File: src/sprite_pkg.sv
`default_nettype none

package sprite_pkg;

	localparam int unsigned SLOT_COUNT = 10; // sprites kept per line.
	localparam int unsigned OAM_COUNT = 40;
	localparam int unsigned IDX_W = 6;
	localparam int unsigned ROW_W = 4; // tall objects have 16 rows.
	localparam int unsigned SLOT_W = 4;
	localparam int unsigned Y_OFFSET = 16; // top line is y minus this.

	// one oam entry as it comes off the scan.
	typedef struct packed {
		logic [7:0] y;
		logic [7:0] x;
	} oam_entry_t;

	typedef struct packed {
		logic             valid;
		logic [IDX_W-1:0] idx;
		logic [ROW_W-1:0] row;
		logic [7:0]       x;
	} sprite_slot_t;

	// handed to the tile fetch.
	typedef struct packed {
		logic [IDX_W-1:0] idx;
		logic [ROW_W-1:0] row;
	} sprite_fetch_t;

endpackage

`default_nettype wire

File: src/oam_scanner.sv
`timescale 1ns/1ps
`default_nettype none

module oam_scanner (
	input  logic                     xupy_i,
	input  logic                     arst_n_i,
	input  logic                     scan_start_i,
	input  logic [7:0]               line_i,
	input  logic                     obj_tall_i,
	input  logic                     oam_valid_i,
	input  sprite_pkg::oam_entry_t   oam_entry_i,
	output logic                     wr_o,
	output sprite_pkg::sprite_slot_t wr_slot_o,
	output logic                     line_clear_o
);

	logic [sprite_pkg::IDX_W-1:0] idx_q;
	logic                         idx_done;
	logic [8:0]                   diff;
	logic [8:0]                   height;
	logic                         visible;
	logic                         wr_q;
	logic                         line_clear_q;
	sprite_pkg::sprite_slot_t     slot_d;
	sprite_pkg::sprite_slot_t     slot_q;

	// all entries of this line seen.
	assign idx_done = (idx_q == sprite_pkg::IDX_W'(sprite_pkg::OAM_COUNT));

	// Row of the object that sits on this line. An object below the line
	// gives a negative difference, which wraps far above any height.
	assign diff = {1'b0, line_i} + 9'(sprite_pkg::Y_OFFSET) - {1'b0, oam_entry_i.y};

	assign height = obj_tall_i ? 9'd16 : 9'd8; // 8x16 or 8x8.

	assign visible = oam_valid_i && !idx_done && (diff < height);

	always_comb begin
		slot_d.valid = 1'b1;
		slot_d.idx = idx_q;
		slot_d.row = diff[sprite_pkg::ROW_W-1:0];
		slot_d.x = oam_entry_i.x;
	end

	// oam index follows the stream position.
	always_ff @(posedge xupy_i or negedge arst_n_i) begin
		if (!arst_n_i) begin
			idx_q <= '0;
		end else if (scan_start_i) begin
			idx_q <= '0;
		end else if (oam_valid_i && !idx_done) begin
			idx_q <= idx_q + 1'b1;
		end
	end

	always_ff @(posedge xupy_i or negedge arst_n_i) begin
		if (!arst_n_i) begin
			wr_q <= 1'b0;
			line_clear_q <= 1'b0;
		end else begin
			wr_q <= visible;
			line_clear_q <= scan_start_i; // lines up with the write stage.
		end
	end

	always_ff @(posedge xupy_i) begin
		if (visible) begin
			slot_q <= slot_d;
		end
	end

	assign wr_o = wr_q;
	assign wr_slot_o = slot_q;
	assign line_clear_o = line_clear_q;

endmodule

`default_nettype wire

File: src/sprite_store.sv
`timescale 1ns/1ps
`default_nettype none

module sprite_store (
	input  logic                                                 xupy_i,
	input  logic                                                 arst_n_i,
	input  logic                                                 line_clear_i,
	input  logic                                                 wr_i,
	input  sprite_pkg::sprite_slot_t                             wr_slot_i,
	input  logic                                                 clear_i,
	input  logic [sprite_pkg::SLOT_W-1:0]                        clear_slot_i,
	output sprite_pkg::sprite_slot_t [sprite_pkg::SLOT_COUNT-1:0] slots_o,
	output logic [sprite_pkg::SLOT_W-1:0]                        slot_count_o
);

	logic [sprite_pkg::SLOT_W-1:0]                        cnt_q;
	logic                                                 full;
	logic                                                 load;
	logic [sprite_pkg::SLOT_COUNT-1:0]                    valid_q;
	sprite_pkg::sprite_slot_t [sprite_pkg::SLOT_COUNT-1:0] data_q;

	assign full = (cnt_q == sprite_pkg::SLOT_W'(sprite_pkg::SLOT_COUNT));

	// extra sprites on a full line are dropped.
	assign load = wr_i && !full && !line_clear_i;

	// The fill counter picks the next slot to load, one slot per sprite.
	always_ff @(posedge xupy_i or negedge arst_n_i) begin
		if (!arst_n_i) begin
			cnt_q <= '0;
		end else if (line_clear_i) begin
			cnt_q <= '0;
		end else if (load) begin
			cnt_q <= cnt_q + 1'b1;
		end
	end

	always_ff @(posedge xupy_i or negedge arst_n_i) begin
		if (!arst_n_i) begin
			valid_q <= '0;
		end else begin
			for (int i = 0; i < sprite_pkg::SLOT_COUNT; i++) begin
				if (line_clear_i) begin
					valid_q[i] <= 1'b0;
				end else begin
					// matcher frees a slot once it is fetched.
					if (clear_i && clear_slot_i == sprite_pkg::SLOT_W'(i)) begin
						valid_q[i] <= 1'b0;
					end
					if (load && cnt_q == sprite_pkg::SLOT_W'(i)) begin
						valid_q[i] <= wr_slot_i.valid;
					end
				end
			end
		end
	end

	always_ff @(posedge xupy_i) begin
		for (int i = 0; i < sprite_pkg::SLOT_COUNT; i++) begin
			if (load && cnt_q == sprite_pkg::SLOT_W'(i)) begin
				data_q[i] <= wr_slot_i;
			end
		end
	end

	// read side shows every slot at once.
	always_comb begin
		for (int i = 0; i < sprite_pkg::SLOT_COUNT; i++) begin
			slots_o[i] = data_q[i];
			slots_o[i].valid = valid_q[i];
		end
	end

	assign slot_count_o = cnt_q;

endmodule

`default_nettype wire

File: src/sprite_matcher.sv
`timescale 1ns/1ps
`default_nettype none

module sprite_matcher (
	input  logic                                                 xupy_i,
	input  logic                                                 arst_n_i,
	input  logic                                                 px_valid_i,
	input  logic [7:0]                                           px_x_i,
	input  sprite_pkg::sprite_slot_t [sprite_pkg::SLOT_COUNT-1:0] slots_i,
	output logic                                                 clear_o,
	output logic [sprite_pkg::SLOT_W-1:0]                        clear_slot_o,
	output logic                                                 fetch_o,
	output sprite_pkg::sprite_fetch_t                            fetch_data_o
);

	logic [sprite_pkg::SLOT_COUNT-1:0] hit;
	logic                              any_hit;
	logic [sprite_pkg::SLOT_W-1:0]     sel;
	sprite_pkg::sprite_fetch_t         sel_data;
	logic                              fetch_q;
	sprite_pkg::sprite_fetch_t         fetch_data_q;

	always_comb begin
		for (int i = 0; i < sprite_pkg::SLOT_COUNT; i++) begin
			hit[i] = slots_i[i].valid && (slots_i[i].x == px_x_i);
		end
	end

	assign any_hit = px_valid_i && (|hit);

	// Lowest slot wins. Slots fill in oam order, so this is the lowest index.
	always_comb begin
		sel = '0;
		sel_data = '0;
		for (int i = sprite_pkg::SLOT_COUNT - 1; i >= 0; i--) begin
			if (hit[i]) begin
				sel = sprite_pkg::SLOT_W'(i);
				sel_data.idx = slots_i[i].idx;
				sel_data.row = slots_i[i].row;
			end
		end
	end

	// the store drops the slot on the strobe edge itself.
	assign clear_o = any_hit;
	assign clear_slot_o = sel;

	always_ff @(posedge xupy_i or negedge arst_n_i) begin
		if (!arst_n_i) begin
			fetch_q <= 1'b0;
		end else begin
			fetch_q <= any_hit;
		end
	end

	always_ff @(posedge xupy_i) begin
		if (any_hit) begin
			fetch_data_q <= sel_data;
		end
	end

	assign fetch_o = fetch_q;
	assign fetch_data_o = fetch_data_q;

endmodule

`default_nettype wire

File: src/sprite_unit.sv
`timescale 1ns/1ps
`default_nettype none

module sprite_unit (
	input  logic                          xupy_i,
	input  logic                          arst_n_i,
	input  logic                          scan_start_i,
	input  logic [7:0]                    line_i,
	input  logic                          obj_tall_i,
	input  logic                          oam_valid_i,
	input  sprite_pkg::oam_entry_t        oam_entry_i,
	input  logic                          px_valid_i,
	input  logic [7:0]                    px_x_i,
	output logic                          fetch_o,
	output sprite_pkg::sprite_fetch_t     fetch_data_o,
	output logic [sprite_pkg::SLOT_W-1:0] slot_count_o
);

	logic                                                 wr;
	sprite_pkg::sprite_slot_t                             wr_slot;
	logic                                                 line_clear;
	logic                                                 clear;
	logic [sprite_pkg::SLOT_W-1:0]                        clear_slot;
	sprite_pkg::sprite_slot_t [sprite_pkg::SLOT_COUNT-1:0] slots;

	oam_scanner u_scanner (
		.xupy_i       (xupy_i),
		.arst_n_i     (arst_n_i),
		.scan_start_i (scan_start_i),
		.line_i       (line_i),
		.obj_tall_i   (obj_tall_i),
		.oam_valid_i  (oam_valid_i),
		.oam_entry_i  (oam_entry_i),
		.wr_o         (wr),
		.wr_slot_o    (wr_slot),
		.line_clear_o (line_clear)
	);

	sprite_store u_store (
		.xupy_i       (xupy_i),
		.arst_n_i     (arst_n_i),
		.line_clear_i (line_clear),
		.wr_i         (wr),
		.wr_slot_i    (wr_slot),
		.clear_i      (clear),
		.clear_slot_i (clear_slot),
		.slots_o      (slots),
		.slot_count_o (slot_count_o)
	);

	sprite_matcher u_matcher (
		.xupy_i       (xupy_i),
		.arst_n_i     (arst_n_i),
		.px_valid_i   (px_valid_i),
		.px_x_i       (px_x_i),
		.slots_i      (slots),
		.clear_o      (clear),
		.clear_slot_o (clear_slot),
		.fetch_o      (fetch_o),
		.fetch_data_o (fetch_data_o)
	);

endmodule

`default_nettype wire

File: config.mk
export PLATFORM = sky130hd
export DESIGN_NAME = sprite_unit
export DESIGN_NICKNAME = d
export VERILOG_FILES = /design/src/sprite_pkg.sv /design/src/oam_scanner.sv /design/src/sprite_store.sv /design/src/sprite_matcher.sv /design/src/sprite_unit.sv
export SDC_FILE = /design/constraint.sdc
export NUM_CORES = 1
export LEC_CHECK = 0
export CORE_MARGIN = 2
export CORE_UTILIZATION = 58
export CTS_BUF_LIST = sky130_fd_sc_hd__clkbuf_4 sky130_fd_sc_hd__clkbuf_8
export DETAILED_ROUTE_END_ITERATION = 7
export DONT_BUFFER_PORTS = 1
export PLACE_DENSITY = 0.76
export SETUP_SLACK_MARGIN = 0.05
export SLEW_MARGIN = 20
export SYNTH_ARGS = -nofsm -noshare
export SYNTH_HDL_FRONTEND = slang
export SYNTH_SLANG_ARGS = --single-unit
File: constraint.sdc
create_clock -name xupy_i -period 3.1 [get_ports xupy_i]
set_clock_uncertainty 0.1 [all_clocks]
set_input_delay 0.465 -clock xupy_i [delete_from_list [all_inputs] [get_ports xupy_i]]
set_output_delay 0.465 -clock xupy_i [all_outputs]
set_load 0.005 [all_outputs]
==> reports/metrics.csv, run 1 <==
metric,value,unit
Worst Path Arrival,2980,ps
total grt overflow,0,
met1 Track Usage GR,32.4,%
Synth Warn #,0,
"Net count, final",816,
Setup CP Type,reg -> reg,
max_slew headroom,50.4,%
placed instance area,10300,sq um
antenna violations before repair,0,
fraction of layout instances using a drive strength above 1,13.4,%
fin crit share,87.5,%
DR WL/cell,20.6,microns
final wirelength,20600,microns
Max Clk Rate,369,MHz
htree depth,2,
CTS Buf Count,37,
area share of the largest cell type after synthesis,62.8,%
outcome,"complete, no violations",
grt peak-use layer,met2,
synth top area cells,"edfxtp_1 (63%), xnor2_1 (7.7%), dfrtp_1 (5.8%)",
sequential area share after synthesis,68.6,%
DRT Pass-1 Iters,6,
Least-Margin Pin Slew,738,ps
clk slew on worst S/H paths,60,ps
number of instances in the placed design,925,
"Distinct cells, synth",60,
P per Cell Area,550,nW/um^2
crit path max fanout,5,
syn nets,767,
Max-cap violations,0,
main flop type after synthesis,edfxtp_1,
pre-CTS setup slack,133,ps
Die Wd,135,microns
Post-synth top cells,"edfxtp_1 (208), xnor2_1 (87), nand2_1 (51), nor2_1 (42), inv_1 (30)",
maximum vdd drop,0.327,mV
first-pass GRT wire length,32000,microns
Hold Crit Class,in -> reg,
area grow syn2layout,11.7,%
Cells after Synth,706,
Site Rows,47,
Vias per Instance,5.95,
"Clk Latency, worst-skew pair",520,ps
Critical Path Sink Type,flop,
Leakage,3.78,nW
Syn Std Cell Area,9940,sq um
Die Area,18200,sq um
Vias,5966,
DR iter-0 viols,589,
Post-synth ARST share,9.96,%
# port buffers,0,
met3 Usage GRT,4.32,%
Synth area leader,edfxtp_1,
Die Y,135,microns
CTS tree,built,
RSZ-0062 raised after global routing,false,
Resize count post-CTS,0,
clock buffer depth,3,
crit start category,flop,
CP required,3370,ps
post-route cell area,11100,sq um
Initial Util,59.5,%
CORE AREA,16700,sq um
CTS root buffer,clkbuf_8,
met2 GRT Util,37.4,%
number of global-route vias before repair,5955,
final slew viol count,0,
final antenna-violating net count,0,
critical path cell sequence,xnor2_1 -> nand4_1 -> nor3_1 -> nand3_1 -> a311o_1 -> a31oi_1 -> a2bb2oi_1,
"EDFF count, synth",208,
CP max-delay cell,nor3_1,
Synth Register Bits,231,
Top-Level Pins,53,
most frequent cell after synthesis,edfxtp_1,
ant diodes,0,
Final setup violation count,0,
DRC Markers,0,
Avg Inst Size Synth,14.1,sq um
dpl hpwl,13800,microns
Hold Slack,56.1,ps
setup TNS,0,ps
Post-Layout Cell Count,1002,
Tot GR Track Use,23.3,%
final hold vios,0,
RePlAce Congestion,0.884,
setup ws final,388,ps
crit-path max cell delay,510,ps
Final min period,2710,ps
largest net degree at the start of global routing,24,
Clock Sinks,231,
worst max-delay path, delay by kind of cell (launching register included):
family,cells,cell delay [ps]
XOR/XNOR,1,190
flip-flops,1,390
AO/OA/AOI/OAI,3,860
AND/OR/NAND/NOR,3,1030
kinds of logic (layout without fill, tap and decap cells):
family | count (synthesis) | after routing | share of synthesized area [%]
mux | 7 | 7 | 0.705
flops | 231 | 231 | 68.6
buf+inv | 54 | 130 | 2.74
compound gates | 107 | 107 | 7.13
xor+xnor | 93 | 93 | 8.19
simple gates | 191 | 191 | 9.66
fa+ha+maj | 23 | 23 | 2.97
final cells by class:
| cell class | instances | area, sq um |
|---|---|---|
| fillers | 1210 | 5590 |
| inverters | 30 | 113 |
| well taps | 220 | 275 |
| repair buffers | 34 | 305 |
| multi-input cells | 421 | 2880 |
| flip-flops and latches | 231 | 6820 |
| clock inverters | 9 | 41.3 |
| clock buffers | 57 | 672 |
through the flow:
step / util, % / total power [mW]
6_report: 66.5 / 6.10
5_1_grt: 66.5 / 6.31
3_5_place_dp: 61.5 / 3.67
3_3_place_gp: 61.5 / 3.66
2_1_floorplan: - / 3.65
4_1_cts: 66.5 / 6.16
registers in the layout, indices dropped and copies added (netlist names):
signal / count
u_store.slot_count_o: 4
u_store.slots_o: 180
u_scanner.wr_o: 1
u_store.valid_q: 10
u_scanner.line_clear_o: 1
u_scanner.wr_slot_o: 18
u_scanner.idx_q: 6
u_matcher.fetch_o: 1
u_matcher.fetch_data_o: 10
final timing paths:
check                      depth (start not counted)                   endpoint            startpoint  slack, ps
min                                                2         u_store.valid_q[0]            px_valid_i         60
max                                                7  u_matcher.fetch_data_o[4]  u_store.slots_o[176]        390
min in group asynchronous                          2         u_scanner.idx_q[0]              arst_n_i        270
min reg2reg                                        0    u_scanner.wr_slot_o[17]    u_scanner.idx_q[5]        400
max reg2reg                                        7  u_matcher.fetch_data_o[4]  u_store.slots_o[176]        390
max in group asynchronous                          2    u_store.slot_count_o[0]              arst_n_i       2480
placed cells by master, fill, tap and decap left out, drive strengths merged, types with 7 or more instances in the layout:
master and instances:
edfxtp 208, xnor2 87, clkbuf 57, nand2 51
nor2 42, inv 30, a21oi 30, o21ai 26
nand3 24, buf 24, dfrtp 23, ha 22
nor3 20, nand4 18, dlygate4sd3 10, or3 10
nor4 9, clkinv 8, mux2i 7, o221ai 7
a2bb2oi 7
power breakdown:
part	internal [mW]	switching, mW	total [mW]
logic	0.104	0.117	0.221
clock network	1.38	1.10	2.47
registers	3.39	0.0237	3.41
timing repair:
action / 4_1_cts / 5_1_grt
setup buffers: 0 / 0
hold buffers: 11 / 0
endpoints found under the hold margin: 38 / 0
layer usage:
metal | vias to the layer above | share of wire (%)
met4 | 0 | 1.9
li1 | 2726 | -
met1 | 2952 | 42
met5 | - | 0
met3 | 27 | 7.3
met2 | 261 | 49
No activity file was read; power rests on OpenSTA's default activity.
==> inputs of run 2 (changes only) <==
--- a/config.mk
+++ b/config.mk
@@ -10,6 +10,7 @@
 export CTS_BUF_LIST = sky130_fd_sc_hd__clkbuf_4 sky130_fd_sc_hd__clkbuf_8
 export DETAILED_ROUTE_END_ITERATION = 7
 export DONT_BUFFER_PORTS = 1
+export GPL_TIMING_DRIVEN = 0
 export PLACE_DENSITY = 0.76
 export SETUP_SLACK_MARGIN = 0.05
 export SLEW_MARGIN = 20
==> reports/metrics.csv, run 2 (same netlist as run 1, synthesis figures left out) <==
metric,value,unit,change
final slew viol count,0,,unchanged
Leakage,3.84,nW,+1.5%
crit path max fanout,19,,+14
final hold vios,0,,unchanged
Fillers,1175,,-2.9%
total grt overflow,0,,unchanged
CTS tree,built,,
RePlAce Congestion,0.839,,-5.0%
crit-path max cell delay,720,ps,+210 ps
Max-cap violations,0,,unchanged
Clock Sinks,231,,unchanged
Setup CP Type,in -> reg,,
area grow syn2layout,13.1,%,
Die Area,18200,sq um,unchanged
Vias per Instance,5.96,,about the same
Max Clk Rate,352,MHz,-4.5%
max reg flops,180,,unchanged
DRT Pass-1 Iters,5,,-1
final antenna-violating net count,0,,unchanged
CTS root buffer,clkbuf_8,,
crit start category,input port,,
crit path buf inv count,1,,+1
critical path cell sequence,inv_1 -> ha_1 -> ha_1 -> fa_1 -> a21oi_1 -> nor2_1 -> nor2_1 -> o21bai_1 -> a21oi_1 -> xnor2_1 -> nor3_4,,
DR iter-0 viols,659,,+12%
Hold Crit Class,in -> reg,,
Least-Margin Pin Slew,969,ps,+231 ps
fraction of layout instances using a drive strength above 1,13.7,%,+0.27 points
"Clk Latency, worst-skew pair",520,ps,about the same
number of global-route vias before repair,6222,,+4.5%
Vias,6052,,+1.4%
RSZ-0062 raised after global routing,false,,
number of instances in the placed design,937,,+1.3%
Top-Level Pins,53,,unchanged
Site Rows,47,,unchanged
Post-Layout Cell Count,1016,,+1.4%
"commonest cells after routing, fill and taps aside","edfxtp_1 (208), xnor2_1 (87), nand2_1 (51)",,
htree depth,2,,unchanged
antenna violations before repair,0,,unchanged
maximum vdd drop,0.545,mV,+67%
Tot GR Track Use,23.7,%,+0.39 points
Initial Util,59.5,%,unchanged
ant diodes,0,,unchanged
Hold Slack,53.7,ps,-2.39 ps
Die Wd,135,microns,unchanged
fin crit share,91.6,%,+4.1 points
Final min period,2840,ps,+127 ps
"Net count, final",828,,+1.5%
CORE AREA,16700,sq um,unchanged
max_slew headroom,34.9,%,-15 points
P per Cell Area,556,nW/um^2,+1.2%
cell family with most CP delay,simple AND/OR/NAND/NOR gates,,
CP max-delay cell,nor3_4,,
final wirelength,20500,microns,-0.40%
"most common cell after layout, fill and taps aside",edfxtp_1,,
dpl hpwl,14100,microns,+1.6%
Critical Path Sink Type,flop,,
first-pass GRT wire length,32700,microns,+2.0%
CP required,3130,ps,-240 ps
clk slew on worst S/H paths,60,ps,about the same
Die Y,135,microns,unchanged
DR WL/cell,20.2,microns,-1.8%
Worst Path Arrival,2870,ps,-110 ps
DRC Markers,0,,unchanged
largest net degree at the start of global routing,24,,unchanged
CTS Buf Count,37,,unchanged
# port buffers,0,,unchanged
Post-CTS Setup Inserts,0,,unchanged
Final setup violation count,0,,unchanged
clock buffer depth,3,,unchanged
outcome,"complete, no violations",,
[run 2: changes by cell type in the layout (fill, tap and decap cells not counted), sizes merged]
cell | previous run | this run
clkbuf | 57 | 67
bufinv | 0 | 1
clkinv | 8 | 11
[run 2: routing by layer]
metal  up-vias  wire length (microns)  track usage, %
li1       2756                      -               -
met1      3001                   8570            31.8
met2       251                  10100            38.9
met3        44                   1400            5.03
met4         0                    524            8.45
met5         -                      0               0
[run 2: per-stage QoR]
step	total power, mW	instance area, sq um	util, %	setup WS, ps	setup TNS (ps)
floorplan	3.65	9960	-	56.1	0
global placement	3.69	10200	61.3	-566	-30850
detailed placement	3.71	10400	62.1	-411	-9930
CTS	6.29	11200	67.3	160	0
global route	6.46	11200	67.3	54.1	0
finish	6.26	11200	67.3	261	0
[run 2: cell type report]
class | instances | area (sq um) | area share [%]
Sequential cell | 231 | 6820 | 60.7
Multi-Input combinational cell | 421 | 2900 | 25.8
Clock buffer | 55 | 663 | 5.90
Tap cell | 220 | 275 | 2.45
Timing Repair Buffer | 22 | 233 | 2.07
Buffer | 24 | 160 | 1.42
Inverter | 30 | 113 | 1.00
Clock inverter | 13 | 82.6 | 0.734
[run 2: path summary, 6_finish.rpt]
path	start	to	slack (ps)	cells past startpoint
max	oam_entry_i[9]	u_scanner.wr_slot_o[1]	260	11
max in group asynchronous	arst_n_i	u_store.slot_count_o[1]	2450	2
min in group asynchronous	arst_n_i	u_scanner.idx_q[0]	290	2
min reg2reg	u_scanner.idx_q[5]	u_scanner.wr_slot_o[17]	400	0
min	px_valid_i	u_store.valid_q[0]	50	2
max reg2reg	u_store.slots_o[58]	u_matcher.fetch_data_o[1]	370	7
[run 2: worst reg2reg max path, cell delays in order (launching register included)]
cell and delay (ps):
edfxtp_1 390, xnor2_1 150, nand4_1 220, nor3_4 120, nor2_1 350, clkbuf_1 430
nand3_1 130, o41a_2 550
[run 2: what timing repair did]
item / in CTS / in global routing
endpoints found under the setup margin: 10 / 10
hold buffers: 11 / 0
hold endpoints to repair: 38 / 0
gates resized for setup: 1 / 1
pin swaps: 0 / 0
[run 2: power by group]
part | switching (mW) | internal (mW)
Combinational | 0.147 | 0.110
Sequential | 0.0234 | 3.39
Clock | 1.14 | 1.45
Total | 1.31 | 4.95
==> inputs of run 3 (changes only) <==
--- a/config.mk
+++ b/config.mk
@@ -6,12 +6,11 @@
 export NUM_CORES = 1
 export LEC_CHECK = 0
 export CORE_MARGIN = 2
-export CORE_UTILIZATION = 58
-export CTS_BUF_LIST = sky130_fd_sc_hd__clkbuf_4 sky130_fd_sc_hd__clkbuf_8
+export CORE_UTILIZATION = 57
 export DETAILED_ROUTE_END_ITERATION = 7
 export DONT_BUFFER_PORTS = 1
 export GPL_TIMING_DRIVEN = 0
-export PLACE_DENSITY = 0.76
+export PLACE_DENSITY = 0.75
 export SETUP_SLACK_MARGIN = 0.05
 export SLEW_MARGIN = 20
 export SYNTH_ARGS = -nofsm -noshare
==> reports/metrics.csv, run 3 (same netlist as run 1, synthesis figures left out) <==
metric,value,unit,change
switching power share of the total,20.1,%,-0.79 points
fin crit share,93.4,%,+1.9 points
total grt overflow,0,,unchanged
Hold Slack,74.2,ps,+20.5 ps
CTS root buffer,clkbuf_16,,
DRT Pass-1 Iters,6,,+1
dpl hpwl,14000,microns,-0.24%
Max Clk Rate,345,MHz,-2.0%
final wirelength,20600,microns,+0.32%
outcome,"complete, no violations",,
htree depth,1,,-1
fraction of layout instances using a drive strength above 1,11.5,%,-2.2 points
CORE AREA,17200,sq um,+2.8%
setup TNS,0,ps,unchanged
CTS tree,built,,
Die Area,18500,sq um,+1.7%
Setup CP Type,reg -> reg,,
crit-path max cell delay,730,ps,about the same
crit path max fanout,6,,-13
area grow syn2layout,13.8,%,
Tot GR Track Use,23.1,%,-0.62 points
Critical Path Sink Type,flop,,
Final setup violation count,0,,unchanged
ant diodes,0,,unchanged
net switching power,1.30,mW,-0.67%
DR WL/cell,20.7,microns,+2.1%
max_slew headroom,37.3,%,+2.4 points
"Clk Latency, worst-skew pair",510,ps,about the same
DRC Markers,0,,unchanged
Site Rows,48,,+2.1%
Vias,5947,,-1.7%
P per Cell Area,571,nW/um^2,+2.6%
Die Wd,136,microns,+0.85%
clock buffer depth,3,,unchanged
clk slew on worst S/H paths,60,ps,about the same
"most common cell after layout, fill and taps aside",edfxtp_1,,
CP required,3260,ps,+130 ps
Hold Crit Class,in -> reg,,
"commonest cells after routing, fill and taps aside","edfxtp_1 (208), xnor2_1 (87), nand2_1 (51)",,
Least-Margin Pin Slew,933,ps,-35.5 ps
RSZ-0062 raised after global routing,false,,
maximum vdd drop,0.360,mV,-34%
RePlAce Congestion,0.887,,+5.7%
critical path cell sequence,xnor2_1 -> nand4_1 -> nor3_1 -> or2_2 -> clkbuf_1 -> a21o_1 -> a21oi_1 -> o32ai_1,,
final antenna-violating net count,0,,unchanged
clock share of power,43.2,%,+1.8 points
"Net count, final",816,,-1.4%
crit path buf inv count,1,,unchanged
setup ws final,203,ps,-57.7 ps
Top-Level Pins,53,,unchanged
CP max-delay cell,nor3_1,,
pre-CTS setup slack,-391,ps,+20.2 ps
crit start category,flop,,
max reg flops,180,,unchanged
first-pass GRT wire length,32100,microns,-1.6%
Clock Sinks,231,,unchanged
CTS Buf Count,24,,-35%
# port buffers,0,,unchanged
Worst Path Arrival,3060,ps,+190 ps
power share of the combinational group,4.0,%,about the same
Initial Util,57.9,%,-1.6 points
final slew viol count,0,,unchanged
final hold vios,0,,unchanged
Vias per Instance,5.96,,about the same
number of global-route vias before repair,5922,,-4.8%
Seq pwr share,52.8,%,-1.7 points
largest net degree at the start of global routing,24,,unchanged
cell family with most CP delay,simple AND/OR/NAND/NOR gates,,
Leakage,3.84,nW,+0.12%
Die Y,136,microns,+0.85%
antenna violations before repair,0,,unchanged
cell-internal power,5.16,mW,+4.3%
Final min period,2900,ps,+57.7 ps
"setup slack, reg-to-reg",200,ps,-170 ps
DR iter-0 viols,632,,-4.1%
Max-cap violations,0,,unchanged
-- run 3: worst paths after layout --
check	cells after the start	start	to
max	8	u_store.slots_o[96]	u_matcher.fetch_data_o[9]
min	2	px_valid_i	u_store.valid_q[0]
max reg2reg	8	u_store.slots_o[96]	u_matcher.fetch_data_o[9]
min reg2reg	0	u_scanner.idx_q[5]	u_scanner.wr_slot_o[17]
max in group asynchronous	2	arst_n_i	u_store.valid_q[1]
min in group asynchronous	2	arst_n_i	u_store.valid_q[5]
-- run 3: layer usage --
layer  vias to the layer above  global-route usage [%]  routed length [microns]
met4                         0                    7.47                      561
met5                         -                       0                        0
met1                      2933                    31.4                     8370
li1                       2726                       -                        -
met3                        38                    4.14                     1650
met2                       250                    38.2                    10000
-- run 3: final cells by class --
class / count / area (sq um)
Buffer: 24 / 160
Clock buffer: 37 / 751
Clock inverter: 7 / 40.0
Fill cell: 1215 / 5860
Inverter: 30 / 113
Multi-Input combinational cell: 421 / 2900
Sequential cell: 231 / 6820
Tap cell: 225 / 282
Timing Repair Buffer: 23 / 249
-- run 3: stage by stage --
| stage | power (mW) | utilization, % | cells | cell area, sq um |
|---|---|---|---|---|
| 5_1_grt | 6.64 | 65.9 | 998 | 11300 |
| 3_3_place_gp | 3.69 | 59.6 | 931 | 10200 |
| 2_1_floorplan | 3.65 | - | 706 | 9960 |
| 3_5_place_dp | 3.71 | 60.4 | 942 | 10400 |
| 4_1_cts | 6.49 | 65.7 | 997 | 11300 |
| 6_report | 6.46 | 65.9 | 998 | 11300 |
-- run 3: worst register-to-register path, cell delays in order (launching register included) --
cell,delay [ps]
edfxtp_1,380
xnor2_1,150
nand4_1,190
nor3_1,730
or2_2,240
clkbuf_1,250
a21o_1,130
a21oi_1,70
o32ai_1,410
-- run 3: what timing repair did --
item	in CTS	in global routing
setup buffers	0	1
hold buffers	11	0
setup endpoints to repair	10	28
pin swaps	0	1
hold endpoints to repair	38	0
resized for setup	1	1
-- run 3: power groups by stage --
stage | Combinational [mW] | Clock (mW) | Sequential [mW]
after floorplan | 0.186 | 0 | 3.46
after global placement | 0.222 | 0 | 3.47
after detailed placement | 0.235 | 0 | 3.47
after CTS | 0.258 | 2.82 | 3.41
after global routing | 0.288 | 2.95 | 3.41
final | 0.258 | 2.79 | 3.41
